$ cat config.mk
export PLATFORM = sky130hd
export DESIGN_NAME = wb_cmd_stage
export DESIGN_NICKNAME = d
export VERILOG_FILES = /design/src/wb_mem_pkg.sv /design/src/wb_cmd_stage.sv
export SDC_FILE = /design/constraint.sdc
export NUM_CORES = 1
export LEC_CHECK = 0
export BUFFER_PORTS_ARGS = -buffer_cell sky130_fd_sc_hd__buf_2
export CAP_MARGIN = 20
export CORE_MARGIN = 3
export CORE_UTILIZATION = 40
export DETAILED_ROUTE_END_ITERATION = 10
export GPL_TIMING_DRIVEN = 0
export HOLD_SLACK_MARGIN = 0.15
export PLACE_DENSITY = 0.78
export SYNTH_ARGS = -nofsm -noshare
export SYNTH_HDL_FRONTEND = slang
export SYNTH_SLANG_ARGS = --single-unit
$ cat constraint.sdc
create_clock -name clk -period 3.9 [get_ports clk]
set_input_delay 0.585 -clock clk [delete_from_list [all_inputs] [get_ports clk]]
set_output_delay 0.585 -clock clk [all_outputs]
set_load 0.02 [all_outputs]
$ cat src/wb_mem_pkg.sv
package wb_mem_pkg;

    localparam int NBYTES = 4;  // bytes per data word

    // basic vectors
    typedef logic [8*NBYTES-1:0] word_t;  // one data word
    typedef logic [15:0]         adr_t;   // word address, memory keeps the low bits
    typedef logic [NBYTES-1:0]   sel_t;   // one select bit per byte lane

    // command as the host hands it over
    typedef struct packed {
        logic  we;         // write
        logic  signed_ld;  // sign-extend the load result
        sel_t  sel;
        adr_t  adr;
        word_t dat;        // write data, don't care on reads
    } host_cmd_t;

    // classic wishbone request, master side
    typedef struct packed {
        logic  cyc;
        logic  stb;
        logic  we;
        sel_t  sel;
        adr_t  adr;
        word_t dat;
    } wb_req_t;

    // what the alignment stage needs to know about the access in flight
    typedef struct packed {
        logic we;
        logic signed_ld;
        sel_t sel;
    } ld_tag_t;

    // response back to the host
    typedef struct packed {
        logic  is_write;
        word_t data;  // aligned load result, zero for writes
    } host_rsp_t;

endpackage
$ cat src/wb_cmd_stage.sv
`timescale 1ns/10ps

module wb_cmd_stage (
    input  logic                   clk,
    input  logic                   rst_n_i,
    input  logic                   cmd_valid_i,  // host strobe
    input  wb_mem_pkg::host_cmd_t  cmd_i,
    input  logic                   ack_i,        // from the memory
    output wb_mem_pkg::wb_req_t    req_o,
    output wb_mem_pkg::ld_tag_t    tag_o,        // access info for the alignment stage
    output logic                   ack_taken_o,  // high at the edge the ack is consumed
    output logic                   busy_o
);

    // bus cycle sequencer
    typedef enum logic [1:0] {
        IDLE,  // nothing open
        BUS,   // cyc/stb up, waiting on ack
        GAP    // one cycle with cyc low so the held ack can drop
    } state_t;

    state_t                state_q, state_d;
    wb_mem_pkg::host_cmd_t cmd_q;  // command being carried out
    logic                  accept;

    // strobe only counts while nothing is in flight
    assign accept = cmd_valid_i & ~busy_o;

    always_comb begin
        state_d = state_q;
        case (state_q)
            IDLE: if (accept) state_d = BUS;
            BUS:  if (ack_i)  state_d = GAP;  // first ack seen at a rising edge
            GAP: begin
                // cyc has been low for the last full cycle, a new command may start
                if (accept) state_d = BUS;
                else        state_d = IDLE;
            end
            default: state_d = IDLE;
        endcase
    end

    always_ff @(posedge clk or negedge rst_n_i) begin
        if (!rst_n_i) begin
            state_q <= IDLE;
        end else begin
            state_q <= state_d;
        end
    end

    // command payload, held stable for the whole cycle
    always_ff @(posedge clk) begin
        if (accept) begin
            cmd_q <= cmd_i;
        end
    end

    // bus side
    assign req_o.cyc = (state_q == BUS);
    assign req_o.stb = (state_q == BUS);  // single beat, stb tracks cyc
    assign req_o.we  = cmd_q.we;
    assign req_o.sel = cmd_q.sel;
    assign req_o.adr = cmd_q.adr;
    assign req_o.dat = cmd_q.dat;

    // alignment stage side
    assign tag_o.we        = cmd_q.we;
    assign tag_o.signed_ld = cmd_q.signed_ld;
    assign tag_o.sel       = cmd_q.sel;

    // done pulse, the response register loads on this same edge
    assign ack_taken_o = (state_q == BUS) & ack_i;

    // busy drops with the edge that issues the response pulse
    assign busy_o = (state_q == BUS);

endmodule

==> results.toml <==
[min_path]
min_delay_path_depth = 1
hp-class = "in2reg"
min-delay-start = "cmd_i[23]"
min_delay_worst_endpoint = "req_o[23]$_DFFE_PP_"

[grt]
grt_use_met1_pct = 13.0
grt.met3_usage_pct = 10.5
use_met2_pct = 24.3
grt_pass1_vias = 1177
grtUsageTotal_pct = 14.4
grt_overflow = 0
grt_pass1_wl_um = 5430
grt_max_degree = 38
grt.busiest_layer = "met2"
grt_antenna_before_repair = 0

[sta]
setup-violations-final = 0
hold_viol_final = 0
min_period_ns = 1.82
worst_pin_slew_ns = 0.555
worst_hold_slack_ns = 0.448
rsz0062_at_grt = "no"
worst_clock_skew_ns = 0.00652
slew_headroom_pct = 62.9
fmax_mhz = 550
min_period_over_period_pct = 46.6
drv_slew = 0

[finish]
diodes = 0
final_util_pct = 62.4
area_growth_pct = 46.1
n_fill_cell = 323
fin_nets = 257
drive_gt1_share_pct = 69.0

[power_and_ir_drop]
leakage_nw = 1.15
powerDensity_nw_per_um2 = 516
finalPower_mw = 1.34
vdd_drop_max_v = 0.000346

[setup_path]
r2r-end = "req_o[11]$_DFFE_PP_"
crit_family = "flip-flops"
required_ns = 3.31
cpPeakStageDelay_ns = 0.40
worst-setup-path-type = "reg2out"
path_cells = "nor2b_4 > and2_1 > buf_2"
r2r_start = "state_q[0]$_DFFE_PN0P_"
arrival_ns = 1.23
critPathCaptureType = "output pin"
startpoint_type = "register"
path_buf_inv = 1
cp_max_fo = 7
slowest_stage = "dfrtp_1"
ff2ff_setup_slack_ns = 2.32
reg2regPathDepth = 3

[yosys]
synth_fa_ha_area_share_pct = 0
synth_area_um2 = 1770
yosysTopAreaCell = "edfxtp_1"
yosysUniqueCellTypes = 8
synth_most_common_cell = "edfxtp_1"
synthXorXnorAreaFrac_pct = 0
synth_top_family_by_area = "buffers and inverters"
ys_top_cells_by_area = "edfxtp_1 92%, buf_4 3.0%, dfrtp_1 2.8%"
muxShareOfSynthArea_pct = 0
yosys.area_share.simple_pct = 1.70
synth_area_per_cell_um2 = 25.3
yosysWarnings = 0
synth_nets = 128
synth-main-ff-cell = "edfxtp_1"
synth-compound-area-share_pct = 0.495
synthTopCellsByCount = "54 x edfxtp_1, 7 x buf_4, 2 x and2_1, 2 x dfrtp_1, 2 x inv_1"
synth_edf_count = 54
async_reset_ff_share_pct = 3.57
ys_seq_elements = 56
ys_seq_area_share_pct = 94.4
synthCells = 70
yosysTopAreaCellShare_pct = 91.6

[outcome]
outcome = "finished clean"

[clock_tree]
cts.path.max_buffers = 2
clock_tree.root_cell = "clkbuf_8"
clkLatencyLatePin_ns = 0.30
cts.repair.resized = 0
clkTransAtPathRegs_ns = 0.10
htree_levels = 2
cts_tree = "done"
clock_sinks = 56
cts_buffers = 5

[die]
fp.dieH_um = 72.5
start_util_pct = 42.7
die-area_um2 = 5260
rows = 23
fp.dieW_um = 72.5
pin_count = 121
core_um2 = 4140

[placement]
numPortBuffers = 120
hpwl_um = 2810
gp_congestion = 0.657

[route]
ant_nets = 0
routed_wl_um = 3620
drtIter0Drc = 50
vias = 1093
firstDrtPassIters = 3
avgRoutedWirePerCell_um = 14.5
route.detailed.drc = 0
vias_per_cell = 4.37

[flow_run]
maxCapViolations = 0
-- repair_timing --
item / CTS / global route
hold buffers: 1 / 0
setup endpoints to repair: 0 / 0
buffers inserted: 0 / 0
endpoints found under the hold margin: 2 / 0
-- worst reg2reg max path, delay by kind of cell, from the launching register on --
kind	cells	cell delay [ns]
flops	1	0.39
buf+inv	1	0.29
simple gates	2	0.60
-- metrics by stage --
| step | setup slack (ns) | setup TNS, ns | cell area, µm² | cells |
|---|---|---|---|---|
| 6_report | 2.08 | 0 | 2590 | 250 |
| 4_1_cts | 2.08 | 0 | 2590 | 250 |
| 2_1_floorplan | 0.549 | 0 | 1770 | 70 |
| 3_5_place_dp | 2.07 | 0 | 2460 | 241 |
| 3_3_place_gp | -0.207 | -11.11 | 2430 | 240 |
| 5_1_grt | 2.00 | 0 | 2590 | 250 |
-- per-layer routing --
| metal | vias up | wire (µm) |
|---|---|---|
| li1 | 517 | - |
| met1 | 494 | 1090 |
| met2 | 77 | 1890 |
| met3 | 5 | 582 |
| met4 | 0 | 63 |
| met5 | - | 0 |
-- logic make-up after synthesis --
logic type / after synthesis
buf+inv: 9
flops: 56
compound gates: 1
simple gates: 4
-- final cells by class --
cell class              instances  area (µm²)  share of cell area (%)
inverters                       2        7.51                   0.290
multi-input cells               5        46.3                    1.79
repair buffers                122         631                    24.4
plain buffers                   7        52.6                    2.03
well taps                      50        62.6                    2.42
clock buffers                   5        68.8                    2.66
clock inverters                 3        47.5                    1.84
flip-flops and latches         56        1670                    64.6
-- power breakdown --
part	internal [mW]	leakage, nW	switching [mW]
registers	0.727	0.539	0.0134
clock network	0.193	0.0583	0.183
logic	0.0793	0.550	0.140
total	0.999	1.15	0.336
-- worst max path at each step --
stage          cells after the start                  end  slack, ns              startpoint
2_1_floorplan                      2   req_o[0]$_DFFE_PP_       0.55             cmd_valid_i
3_3_place_gp                       3  req_o[38]$_DFFE_PP_      -0.21             cmd_valid_i
3_5_place_dp                       4  req_o[37]$_DFFE_PP_       2.07             cmd_valid_i
4_1_cts                            3          ack_taken_o       2.08  state_q[1]$_DFFE_PN0P_
5_1_grt                            3          ack_taken_o       2.00  state_q[1]$_DFFE_PN0P_
6_report                           3          ack_taken_o       2.08  state_q[1]$_DFFE_PN0P_
-- state kept, by name, indices dropped and copies added, names as in the netlist --
register / flops
req_o: 53
state_q: 2
tag_o: 1
-- layout by cell type (no fill, tap or decap) --
cell / n
buf_12: 1
bufinv_16: 1
buf_2: 120
and2_1: 2
clkinv_4: 2
dlygate4sd3_1: 1
o2bb2ai_1: 1
nor2b_4: 1
inv_1: 2
buf_4: 7
edfxtp_1: 54
nor2_4: 1
clkbuf_8: 5
dfrtp_1: 2
No activity file was read; power rests on OpenSTA's default activity.
