===== src/wb_mem_pkg.sv =====
package wb_mem_pkg;

    localparam int NBYTES = 4;  // bytes per data word

    // basic vectors
    typedef logic [8*NBYTES-1:0] word_t;  // one data word
    typedef logic [15:0]         adr_t;   // word address, memory keeps the low bits
    typedef logic [NBYTES-1:0]   sel_t;   // one select bit per byte lane

    // command as the host hands it over
    typedef struct packed {
        logic  we;         // write
        logic  signed_ld;  // sign-extend the load result
        sel_t  sel;
        adr_t  adr;
        word_t dat;        // write data, don't care on reads
    } host_cmd_t;

    // classic wishbone request, master side
    typedef struct packed {
        logic  cyc;
        logic  stb;
        logic  we;
        sel_t  sel;
        adr_t  adr;
        word_t dat;
    } wb_req_t;

    // what the alignment stage needs to know about the access in flight
    typedef struct packed {
        logic we;
        logic signed_ld;
        sel_t sel;
    } ld_tag_t;

    // response back to the host
    typedef struct packed {
        logic  is_write;
        word_t data;  // aligned load result, zero for writes
    } host_rsp_t;

endpackage

===== src/rd_align_stage.sv =====
`timescale 1ns/10ps

module rd_align_stage (
    input  logic                   clk,
    input  logic                   rst_n_i,
    input  logic                   ack_taken_i,  // read word valid at this edge
    input  wb_mem_pkg::ld_tag_t    tag_i,
    input  wb_mem_pkg::word_t      dat_i,        // raw word, unselected lanes zero
    output logic                   rsp_valid_o,
    output wb_mem_pkg::host_rsp_t  rsp_o
);

    localparam int LW = $clog2(wb_mem_pkg::NBYTES);  // lane index width

    logic [LW-1:0]     lo_lane;  // lowest selected byte
    logic [LW-1:0]     hi_lane;  // highest selected byte
    logic [LW-1:0]     span;     // hi - lo, top byte of the result
    logic [7:0]        fill;     // byte used above the span
    wb_mem_pkg::word_t shifted;
    wb_mem_pkg::word_t aligned;

    // find lowest and highest selected lane
    always_comb begin
        lo_lane = '0;
        hi_lane = '0;
        for (int b = wb_mem_pkg::NBYTES - 1; b >= 0; b--) begin
            if (tag_i.sel[b]) lo_lane = LW'(b);  // last hit wins, so the lowest one
        end
        for (int b = 0; b < wb_mem_pkg::NBYTES; b++) begin
            if (tag_i.sel[b]) hi_lane = LW'(b);
        end
    end

    assign span    = hi_lane - lo_lane;
    assign shifted = dat_i >> {lo_lane, 3'b000};  // lowest selected byte to bit 0

    // sign source is the msb of the highest selected byte after the shift
    assign fill = (tag_i.signed_ld && shifted[{span, 3'b111}]) ? 8'hff : 8'h00;

    // keep the span, fill above it
    always_comb begin
        aligned = shifted;
        for (int b = 0; b < wb_mem_pkg::NBYTES; b++) begin
            if (b > int'(span)) aligned[8*b +: 8] = fill;
        end
        if (tag_i.sel == '0) aligned = '0;  // nothing selected, nothing loaded
    end

    always_ff @(posedge clk or negedge rst_n_i) begin
        if (!rst_n_i) begin
            rsp_valid_o <= 1'b0;
        end else begin
            rsp_valid_o <= ack_taken_i;  // one-cycle pulse per command
        end
    end

    // response payload
    always_ff @(posedge clk) begin
        if (ack_taken_i) begin
            rsp_o.is_write <= tag_i.we;
            rsp_o.data     <= tag_i.we ? '0 : aligned;  // writes return zero
        end
    end

endmodule


===== config.mk =====
export PLATFORM = sky130hd
export DESIGN_NAME = rd_align_stage
export DESIGN_NICKNAME = d
export VERILOG_FILES = /design/src/wb_mem_pkg.sv /design/src/rd_align_stage.sv
export SDC_FILE = /design/constraint.sdc
export NUM_CORES = 1
export LEC_CHECK = 0
export ABC_CLOCK_PERIOD_IN_PS = 800
export BUFFER_PORTS_ARGS = -buffer_cell sky130_fd_sc_hd__buf_2
export CAP_MARGIN = 20
export CORE_MARGIN = 8
export CORE_UTILIZATION = 35
export DETAILED_ROUTE_END_ITERATION = 16
export GPL_TIMING_DRIVEN = 0
export HOLD_SLACK_MARGIN = 0.02
export PLACE_DENSITY_LB_ADDON = 0.25
export RECOVER_POWER = 25
export SLEW_MARGIN = 20
export SYNTH_ARGS = -nofsm -noshare
export SYNTH_HDL_FRONTEND = slang
export SYNTH_SLANG_ARGS = --single-unit

===== constraint.sdc =====
create_clock -name clk -period 0.8 [get_ports clk]
set_clock_uncertainty 0.1 [all_clocks]
set_input_delay 0.16 -clock clk [delete_from_list [all_inputs] [get_ports clk]]
set_output_delay 0.16 -clock clk [all_outputs]
set_load 0.1 [all_outputs]

==> reports/metrics.yaml, run 1 <==
ys_ff_latch: 34
syn2layout_area_growth_pct: 69.09
first_global_vias: 1921
antenna_cells: 0
cp-end-kind: "register"
max_freq_ghz: 0.4321
path_class: "primary input to register"
worst_hold_path_type: "primary input to register"
setup_tns_ns: -52.86
syn_nets: 219
p_total_uw: 6305
drc_errors: 0
cts.clk_slew.worst_paths_ns: 0.06
maxSlewHeadroom_pct: 46.20
ioPinCount: 75
cts_buffer_depth: 2
arrival_ns: 2.34
overflow: 0
peakVddDrop_v: 0.001163
drt_iter0_drc: 74
path_buf_inv: 5
globalRouteTotalUtil_pct: 14.12
fp.coreArea_um2: 5473
yosys.area.top_type: "edfxtp_1"
setup_slack_ns: -1.514
post-route-min-period_ns: 2.314
p_leak_uw: 0.001407
routedWlPerCell_um: 16.85
cts_tree: "yes"
hold_viol_final: 0
dp_hpwl_um: 4141
hold_buffers: 1
path_delay_family: "compound AO/OA/AOI/OAI gates"
worst_slew_pin_slew_ns: 0.7986
cts-buffers-inserted: 5
crit_fanout: 8
grt_pass1_wl_um: 9494
rows: 27
wl_um: 6014
synthTopCellsByArea: "edfxtp_1 (50%), mux2i_1 (7.1%), mux2_2 (4.6%), o21a_1 (3.4%), nor2_1 (3.2%)"
postRouteAntennaNets: 0
cp-start-kind: "primary input"
setup_viol: 66
async_reset_ff_share_pct: 2.941
crit_slowest_cell: "a2111o_1"
fin_crit_sh_pct: 289.3
cts_sinks: 34
start_util_pct: 36.10
violations: "setup timing"
path_cells: "buf_12 > nor2b_4 > o21ai_4 > buf_6 > clkbuf_16 > inv_6 > ha_4 > inv_4 > or4_4 > a2111o_1 > o21ai_1"
synth_cell_types: 41
fin_nets: 326
antenna_found_initial: 0
dr_total_vias: 1806
synthCells: 177
cp.required_ns: 0.82
grt_max_degree: 35
syn_area_per_cell_um2: 11.16
yosysSeqAreaShare_pct: 51.42
synth_ff_type: "edfxtp_1"
outcome: "finished, violations left"
rsz0062_at_grt: "yes"
root_buffer: "clkbuf_8"
die_y_um: 91.13
layout_commonest_cell: "buf_6"
cap_violations: 0
layout-drive-gt1-share_pct: 56.14
first_pass_iters: 4
cts.htree.levels: 2
vias_per_cell: 5.059
yosysWarnings: 0
die_area_um2: 8305
synth_edf_count: 33
gp_congestion: 0.7936
synth.top_cell.area_share_pct: 50.16
p_per_area_nw_per_um2: 1887
die_w_um: 91.13
port_buffers: 73
final_max_slew_viol_count: 0
mostFrequentLayoutCells: "buf_6 (40), buf_2 (35), edfxtp_1 (33)"
syn_area_um2: 1976
max_stage_delay_ns: 0.56
[power breakdown]
part / leakage (uW) / internal (uW) / switching [uW]
combinational: 0.00103 / 922 / 1890
clock: 0.0000455 / 700 / 551
sequential: 0.000327 / 2170 / 78.8
[Yosys cell counts, drive strengths merged, types with 3 or more instances]
library cell  count
buf               5
inv               6
o21a              9
a211oi            7
a21oi            11
mux2i            14
mux2              8
a22oi             7
nor2b             3
nand2            13
o21ai            13
nor2             17
edfxtp           33
clkbuf            4
[path summary, 6_finish.rpt]
check                      slack (ns)  cells after the start          end  startpoint
max                             -1.51                     11     rsp_o[9]    tag_i[3]
min                              0.07                      1    rsp_o[32]    tag_i[5]
max in group asynchronous        0.42                      2  rsp_valid_o     rst_n_i
min in group asynchronous        0.09                      2  rsp_valid_o     rst_n_i
[flip-flops by register name, summed over array words and instances (netlist names)]
| register | flops |
|---|---|
| rsp_valid_o | 1 |
| rsp_o | 33 |
[per-stage QoR]
stage	hold WS (ns)	setup slack (ns)	util, %	cell area, um^2	std cells
finish	0.06887	-1.514	61.04	3341	357
CTS	-0.01715	-1.470	59.37	3249	354
global route	0.06780	-1.561	61.04	3341	357
floorplan	-0.2356	-1.726	-	2148	177
global placement	-0.1647	-2.177	47.58	2604	322
detailed placement	-0.1646	-2.150	47.58	2604	322
[layer usage]
| layer | wire length [um] | GRT usage (%) | share of wire [%] |
|---|---|---|---|
| met5 | 0 | 0 | 0 |
| met4 | 68 | 4.229 | 1.1 |
| met3 | 445 | 5.432 | 7.4 |
| met2 | 2858 | 22.13 | 48 |
| met1 | 2641 | 17.56 | 44 |
[cell type report]
class | instances | area [um^2]
buffer | 8 | 112.6
clock buffer | 8 | 90.09
fill | 453 | 2132
inverter | 6 | 30.03
multi-input combinational | 128 | 1125
sequential | 34 | 1020
tap | 72 | 90.09
timing repair buffer | 101 | 873.3
[kinds of logic (layout without fill, tap and decap cells)]
group / count (synthesis) / count (layout) / synth area share [%]
muxes: 22 / 22 / 11.65
adders and majority gates: 1 / 1 / 0.6332
and+or+nand+nor: 44 / 44 / 10.83
AOI/OAI and AO/OA: 59 / 59 / 21.47
xor gates and xnor gates: 2 / 2 / 0.8868
DFF: 34 / 34 / 51.42
buffers and inverters: 15 / 123 / 3.103
[repair_timing]
item,CTS,global route
setup endpoints to repair,99,66
setup buffers,24,6
hold endpoints to repair,2,1
pin swaps,13,11
resized for setup,111,18
(Power assumes the default switching activity.)
==> run 2, diff against run 1 <==
--- a/config.mk
+++ b/config.mk
@@ -8,8 +8,10 @@
 export ABC_CLOCK_PERIOD_IN_PS = 800
 export BUFFER_PORTS_ARGS = -buffer_cell sky130_fd_sc_hd__buf_2
 export CAP_MARGIN = 20
+export CELL_PAD_IN_SITES_DETAIL_PLACEMENT = 0
+export CELL_PAD_IN_SITES_GLOBAL_PLACEMENT = 1
 export CORE_MARGIN = 8
-export CORE_UTILIZATION = 35
+export CORE_UTILIZATION = 33
 export DETAILED_ROUTE_END_ITERATION = 16
 export GPL_TIMING_DRIVEN = 0
 export HOLD_SLACK_MARGIN = 0.02
==> run 2 against run 1 <==
The run still ends with setup timing left. Critical endpoint is now rsp_o[25]. Cell area decreased by 1.6%. First-iteration DRC count up 41%. Sequential share of layout area up 0.51 points. Global-route usage down 0.59 points. Non-clock buffer count down 2. Largest power group unchanged. Wire length grew 0.81%. Highest routed layer unchanged. Core utilization fell by 4.9 points. Largest cell class unchanged. Clock power decreased by 4%. Count of clock-buffer cells in the layout down 3.
==> reports/metrics.yaml, run 2 (synthesized netlist as in run 1, its figures left out) <==
outcome: "finished, violations left"
violations: "setup timing"
cts-buffers-inserted: 5
finalNonFillerCells: 358
worst_hold_path_type: "primary input to register"
regMostFlops: "rsp_o"
fin_nets: 324
port_buffers: 73
fillers: 499
crit_path_start: "tag_i[2]"
cts_sinks: 34
holdWs_ns: 0.06541
hold_viol_final: 0
reg.largest.list: "rsp_o: 33 flops, rsp_valid_o: 1 flops"
dr_total_vias: 1794
layout-drive-gt1-share_pct: 56.89
ioPinCount: 75
cp.required_ns: 0.84
cp-end-kind: "register"
layout_commonest_cell: "buf_6"
largest_register_ffs: 33
arrival_ns: 2.36
wl_um: 6063
cap_violations: 0
clkPwrFrac_pct: 19.3
die_y_um: 93.38
worst_slew_pin_slew_ns: 0.8452
antenna_cells: 0
routedWlPerCell_um: 16.94
cts_buffer_depth: 2
path_depth: 13
path_class: "primary input to register"
crit_slowest_cell: "or4b_4"
drt_iter0_drc: 104
p_per_area_nw_per_um2: 1891
root_buffer: "clkbuf_8"
dp_hpwl_um: 4524
grt_pass1_wl_um: 9259
hp-start: "tag_i[5]"
vias_per_cell: 5.011
postRouteAntennaNets: 0
cp-start-kind: "primary input"
grt_max_degree: 35
rows: 28
path_cells: "buf_6 > buf_12 > nor2b_4 > o21ai_2 > buf_6 > clkbuf_16 > inv_6 > ha_4 > or4b_4 > o32ai_4 > nand2_2 > a41o_4 > a21oi_2"
p_leak_uw: 0.001386
syn2layout_area_growth_pct: 66.31
max_stage_delay_ns: 0.50
power_frac_seq_pct: 36.0
preCtsSetupSlack_ns: -2.178
cts_tree: "yes"
crit_fanout: 7
mostFrequentLayoutCells: "buf_6 (39), buf_2 (35), edfxtp_1 (33)"
final_max_slew_viol_count: 0
cp_common_cell: "buf_6"
path_delay_family: "simple AND/OR/NAND/NOR gates"
path_buf_inv: 5
first_global_vias: 1836
die_area_um2: 8719
cts.htree.levels: 2
overflow: 0
start_util_pct: 33.77
setup.worst_path.end: "rsp_o[25]"
hold_buffers: 1
cts.clk_slew.worst_paths_ns: 0.07
setup_slack_ns: -1.512
fp.coreArea_um2: 5851
maxSlewHeadroom_pct: 43.06
placedCellCount: 325
drc_errors: 0
rsz0062_at_grt: "yes"
peakVddDrop_v: 0.001095
combPwrFrac_pct: 44.6
first_pass_iters: 4
setup_viol: 66
p_int_uw: 3654
post-route-min-period_ns: 2.312
die_w_um: 93.38
antenna_found_initial: 0
globalRouteTotalUtil_pct: 13.53
fin_crit_sh_pct: 289.1
gp_congestion: 0.8035
max_freq_ghz: 0.4324
power_switching_share_pct: 41.20
p_sw_uw: 2560
==> run 2: changes by cell type in the layout (fill, tap and decap cells not counted), sizes merged <==
cell / before / now
clkinv: 0 / 2
clkinvlp: 0 / 1
clkbuf: 13 / 9
buf: 103 / 102
==> run 2: worst min-delay path by stage <==
stage | cells past startpoint | endpoint | slack (ns)
6_report | 1 | rsp_o[32] | 0.07
5_1_grt | 1 | rsp_o[32] | 0.06
4_1_cts | 1 | rsp_o[32] | -0.02
3_5_place_dp | 1 | rsp_valid_o | -0.16
3_3_place_gp | 1 | rsp_valid_o | -0.16
2_1_floorplan | 0 | rsp_valid_o | -0.24
==> run 2: cell type report <==
cell class	count	area (um^2)	share of cell area, %
Timing Repair Buffer	100	839.6	25.55
Inverter	6	30.03	0.9139
Buffer	7	108.9	3.313
Sequential cell	34	1020	31.04
Tap cell	75	93.84	2.856
Clock inverter	3	16.27	0.4950
Multi-Input combinational cell	128	1109	33.74
Clock buffer	5	68.82	2.094
==> run 2: repair_timing <==
item                                    4_1_cts  5_1_grt
resized for setup                            96       22
endpoints found under the hold margin         2        1
pin swaps                                    15       10
endpoints found under the setup margin       99       66
buffers inserted                             20        6
==> run 2: metal layers <==
metal | GRT usage (%) | wire length, um | vias up
li1 | - | - | 893
met1 | 15.69 | 2444 | 847
met2 | 24.03 | 3237 | 47
met3 | 2.804 | 288 | 7
met4 | 4.564 | 93 | 0
met5 | 0 | 0 | -
==> run 2: stage by stage <==
stage	util, %	instance area, um^2	power [uW]	TNS [ns]
2_1_floorplan	-	2148	4081	-57.91
3_3_place_gp	44.57	2608	4543	-78.92
3_5_place_dp	44.57	2608	4549	-79.46
4_1_cts	54.06	3163	6181	-51.06
5_1_grt	56.16	3286	6469	-55.29
6_report	56.16	3286	6214	-52.38
==> run 2: power by group through the flow <==
| stage | logic (uW) | registers [uW] | clock network [uW] |
|---|---|---|---|
| 3_3_place_gp | 2310 | 2230 | 0 |
| 6_report | 2770 | 2240 | 1200 |
| 3_5_place_dp | 2320 | 2230 | 0 |
| 2_1_floorplan | 615 | 3470 | 0 |
| 5_1_grt | 2890 | 2250 | 1330 |
| 4_1_cts | 2690 | 2240 | 1250 |
==> run 3, diff against run 2 <==
--- a/config.mk
+++ b/config.mk
@@ -5,7 +5,6 @@
 export SDC_FILE = /design/constraint.sdc
 export NUM_CORES = 1
 export LEC_CHECK = 0
-export ABC_CLOCK_PERIOD_IN_PS = 800
 export BUFFER_PORTS_ARGS = -buffer_cell sky130_fd_sc_hd__buf_2
 export CAP_MARGIN = 20
 export CELL_PAD_IN_SITES_DETAIL_PLACEMENT = 0
@@ -15,9 +14,10 @@
 export DETAILED_ROUTE_END_ITERATION = 16
 export GPL_TIMING_DRIVEN = 0
 export HOLD_SLACK_MARGIN = 0.02
-export PLACE_DENSITY_LB_ADDON = 0.25
+export PLACE_DENSITY = 0.87
 export RECOVER_POWER = 25
 export SLEW_MARGIN = 20
 export SYNTH_ARGS = -nofsm -noshare
 export SYNTH_HDL_FRONTEND = slang
 export SYNTH_SLANG_ARGS = --single-unit
+export TNS_END_PERCENT = 20
==> run 3 against run 2 <==
First-iteration DRC count fell by 15%. Cell area fell by 5.4%. Core utilization down 3.0 points. Total power shrank 1.9%. Largest power group unchanged. The run ends with hold timing, setup timing left. Combinational power is 4% lower. Count of clock-buffer cells in the layout rose by 1. Die area did not move. Critical path depth shrank 2. Setup slack better by 0.0073 ns. Via count grew 1.3%. Clock power is essentially flat.
==> reports/metrics.yaml, run 3 (synthesized netlist as in run 1, its figures left out) <==
outcome: "finished, violations left"
violations: "hold timing, setup timing"
fin_nets: 317
crit_fanout: 8
cts-buffers-inserted: 5
root_buffer: "clkbuf_8"
hold_buffers: 1
p_leak_uw: 0.001323
p_int_uw: 3593
port_buffers: 73
ioPinCount: 75
overflow: 0
gp_congestion: 0.7919
dr_total_vias: 1817
cts.clk_slew.worst_paths_ns: 0.07
fillers: 535
globalRouteTotalUtil_pct: 13.93
fin_area_um2: 3109
rows: 28
vias_per_cell: 5.177
worst_slew_pin_slew_ns: 0.7533
p_per_area_nw_per_um2: 1962
cts_sinks: 34
postPlaceCellArea_um2: 2539
dp_hpwl_um: 4462
hold_viol_final: 1
setup_tns_ns: -51.94
holdWs_ns: -0.006589
largest_register_ffs: 33
final_max_slew_viol_count: 0
setup_slack_ns: -1.505
drt_iter0_drc: 88
mostFrequentLayoutCells: "buf_6 (35), buf_2 (35), edfxtp_1 (33)"
multiInputGateArea_um2: 1032
rsz0062_at_grt: "yes"
reg.largest.list: "rsp_o: 33 flops, rsp_valid_o: 1 flops"
worst_hold_path_type: "primary input to register"
antenna_cells: 0
arrival_ns: 2.33
die_y_um: 93.38
antenna_found_initial: 1
drc_errors: 0
cp-end-kind: "register"
p_sw_uw: 2506
path_class: "primary input to register"
cts.htree.levels: 2
combPwrFrac_pct: 43.6
start_util_pct: 33.77
die_area_um2: 8719
fin_crit_sh_pct: 288.1
grt_pass1_wl_um: 9397
first_pass_iters: 4
syn2layout_area_growth_pct: 57.38
layout-drive-gt1-share_pct: 50.36
peakVddDrop_v: 0.001013
wl_um: 5933
power_frac_seq_pct: 36.7
setup_viol: 66
postRouteAntennaNets: 0
power_switching_share_pct: 41.09
cp-start-kind: "primary input"
cp.required_ns: 0.82
post-route-min-period_ns: 2.305
fp.coreArea_um2: 5851
routedWlPerCell_um: 16.90
clkPwrFrac_pct: 19.6
cts_buffer_depth: 2
first_global_vias: 1881
grt_max_degree: 35
regMostFlops: "rsp_o"
max_freq_ghz: 0.4338
ff_latch_area_um2: 1016
cap_violations: 0
die_w_um: 93.38
cts_tree: "yes"
maxSlewHeadroom_pct: 49.25
-- run 3: changes by cell type in the layout (fill, tap and decap cells not counted), sizes merged --
cell,change
clkinvlp,-1
buf,-8
clkbuf,+2
-- run 3: final cells by class --
class	count	area share [%]
clock buffer	6	2.334
multi-input combinational	128	33.20
buffer	8	3.219
clock inverter	2	0.3219
tap	75	3.018
timing repair buffer	92	24.19
inverter	6	1.046
sequential	34	32.68
-- run 3: worst paths after layout --
kind                       slack [ns]     endpoint  depth (start not counted)      from
max                             -1.51     rsp_o[8]                         11  tag_i[3]
min                            -0.007    rsp_o[32]                          1  tag_i[5]
max in group asynchronous        0.43  rsp_valid_o                          2   rst_n_i
min in group asynchronous        0.07  rsp_valid_o                          2   rst_n_i
-- run 3: critical path, stage by stage --
cell,delay [ns]
buf_12,0.10
nor2b_4,0.12
o21ai_4,0.14
buf_6,0.13
clkbuf_16,0.13
inv_8,0.03
ha_4,0.28
inv_4,0.03
or4_4,0.51
a2111o_1,0.57
o21ai_1,0.14
-- run 3: power groups by stage --
stage               clock (uW)  sequential [uW]  combinational [uW]
floorplan                    0             3460                 573
global placement             0             2230                2240
detailed placement           0             2230                2260
CTS                       1230             2240                2650
global route              1290             2260                2780
finish                    1200             2240                2660
-- run 3: per-stage QoR --
step	worst slack [ns]	total power (uW)	cells	hold slack, ns	util, %
after detailed placement	-2.186	4490	325	-0.1622	43.39
final	-1.505	6099	351	-0.006589	53.14
after global routing	-1.578	6321	351	-0.01728	53.14
after floorplan	-1.726	4036	177	-0.2356	-
after global placement	-2.185	4476	325	-0.1651	43.39
after CTS	-1.468	6124	350	-0.02592	52.84
-- run 3: routing by layer --
layer	track usage, %	vias to the layer above	part of all wire, %
li1	-	874	-
met1	15.44	848	38
met2	23.62	77	49
met3	3.926	16	9.0
met4	7.517	2	3.4
met5	0	-	0.15
-- run 3: repair_timing --
| item | in CTS | in global routing |
|---|---|---|
| resized for setup | 104 | 3 |
| pin swaps | 8 | 1 |
| endpoints found under the setup margin | 99 | 66 |
| gates cloned | 0 | 0 |
| hold endpoints to repair | 2 | 1 |
| setup buffers | 17 | 1 |
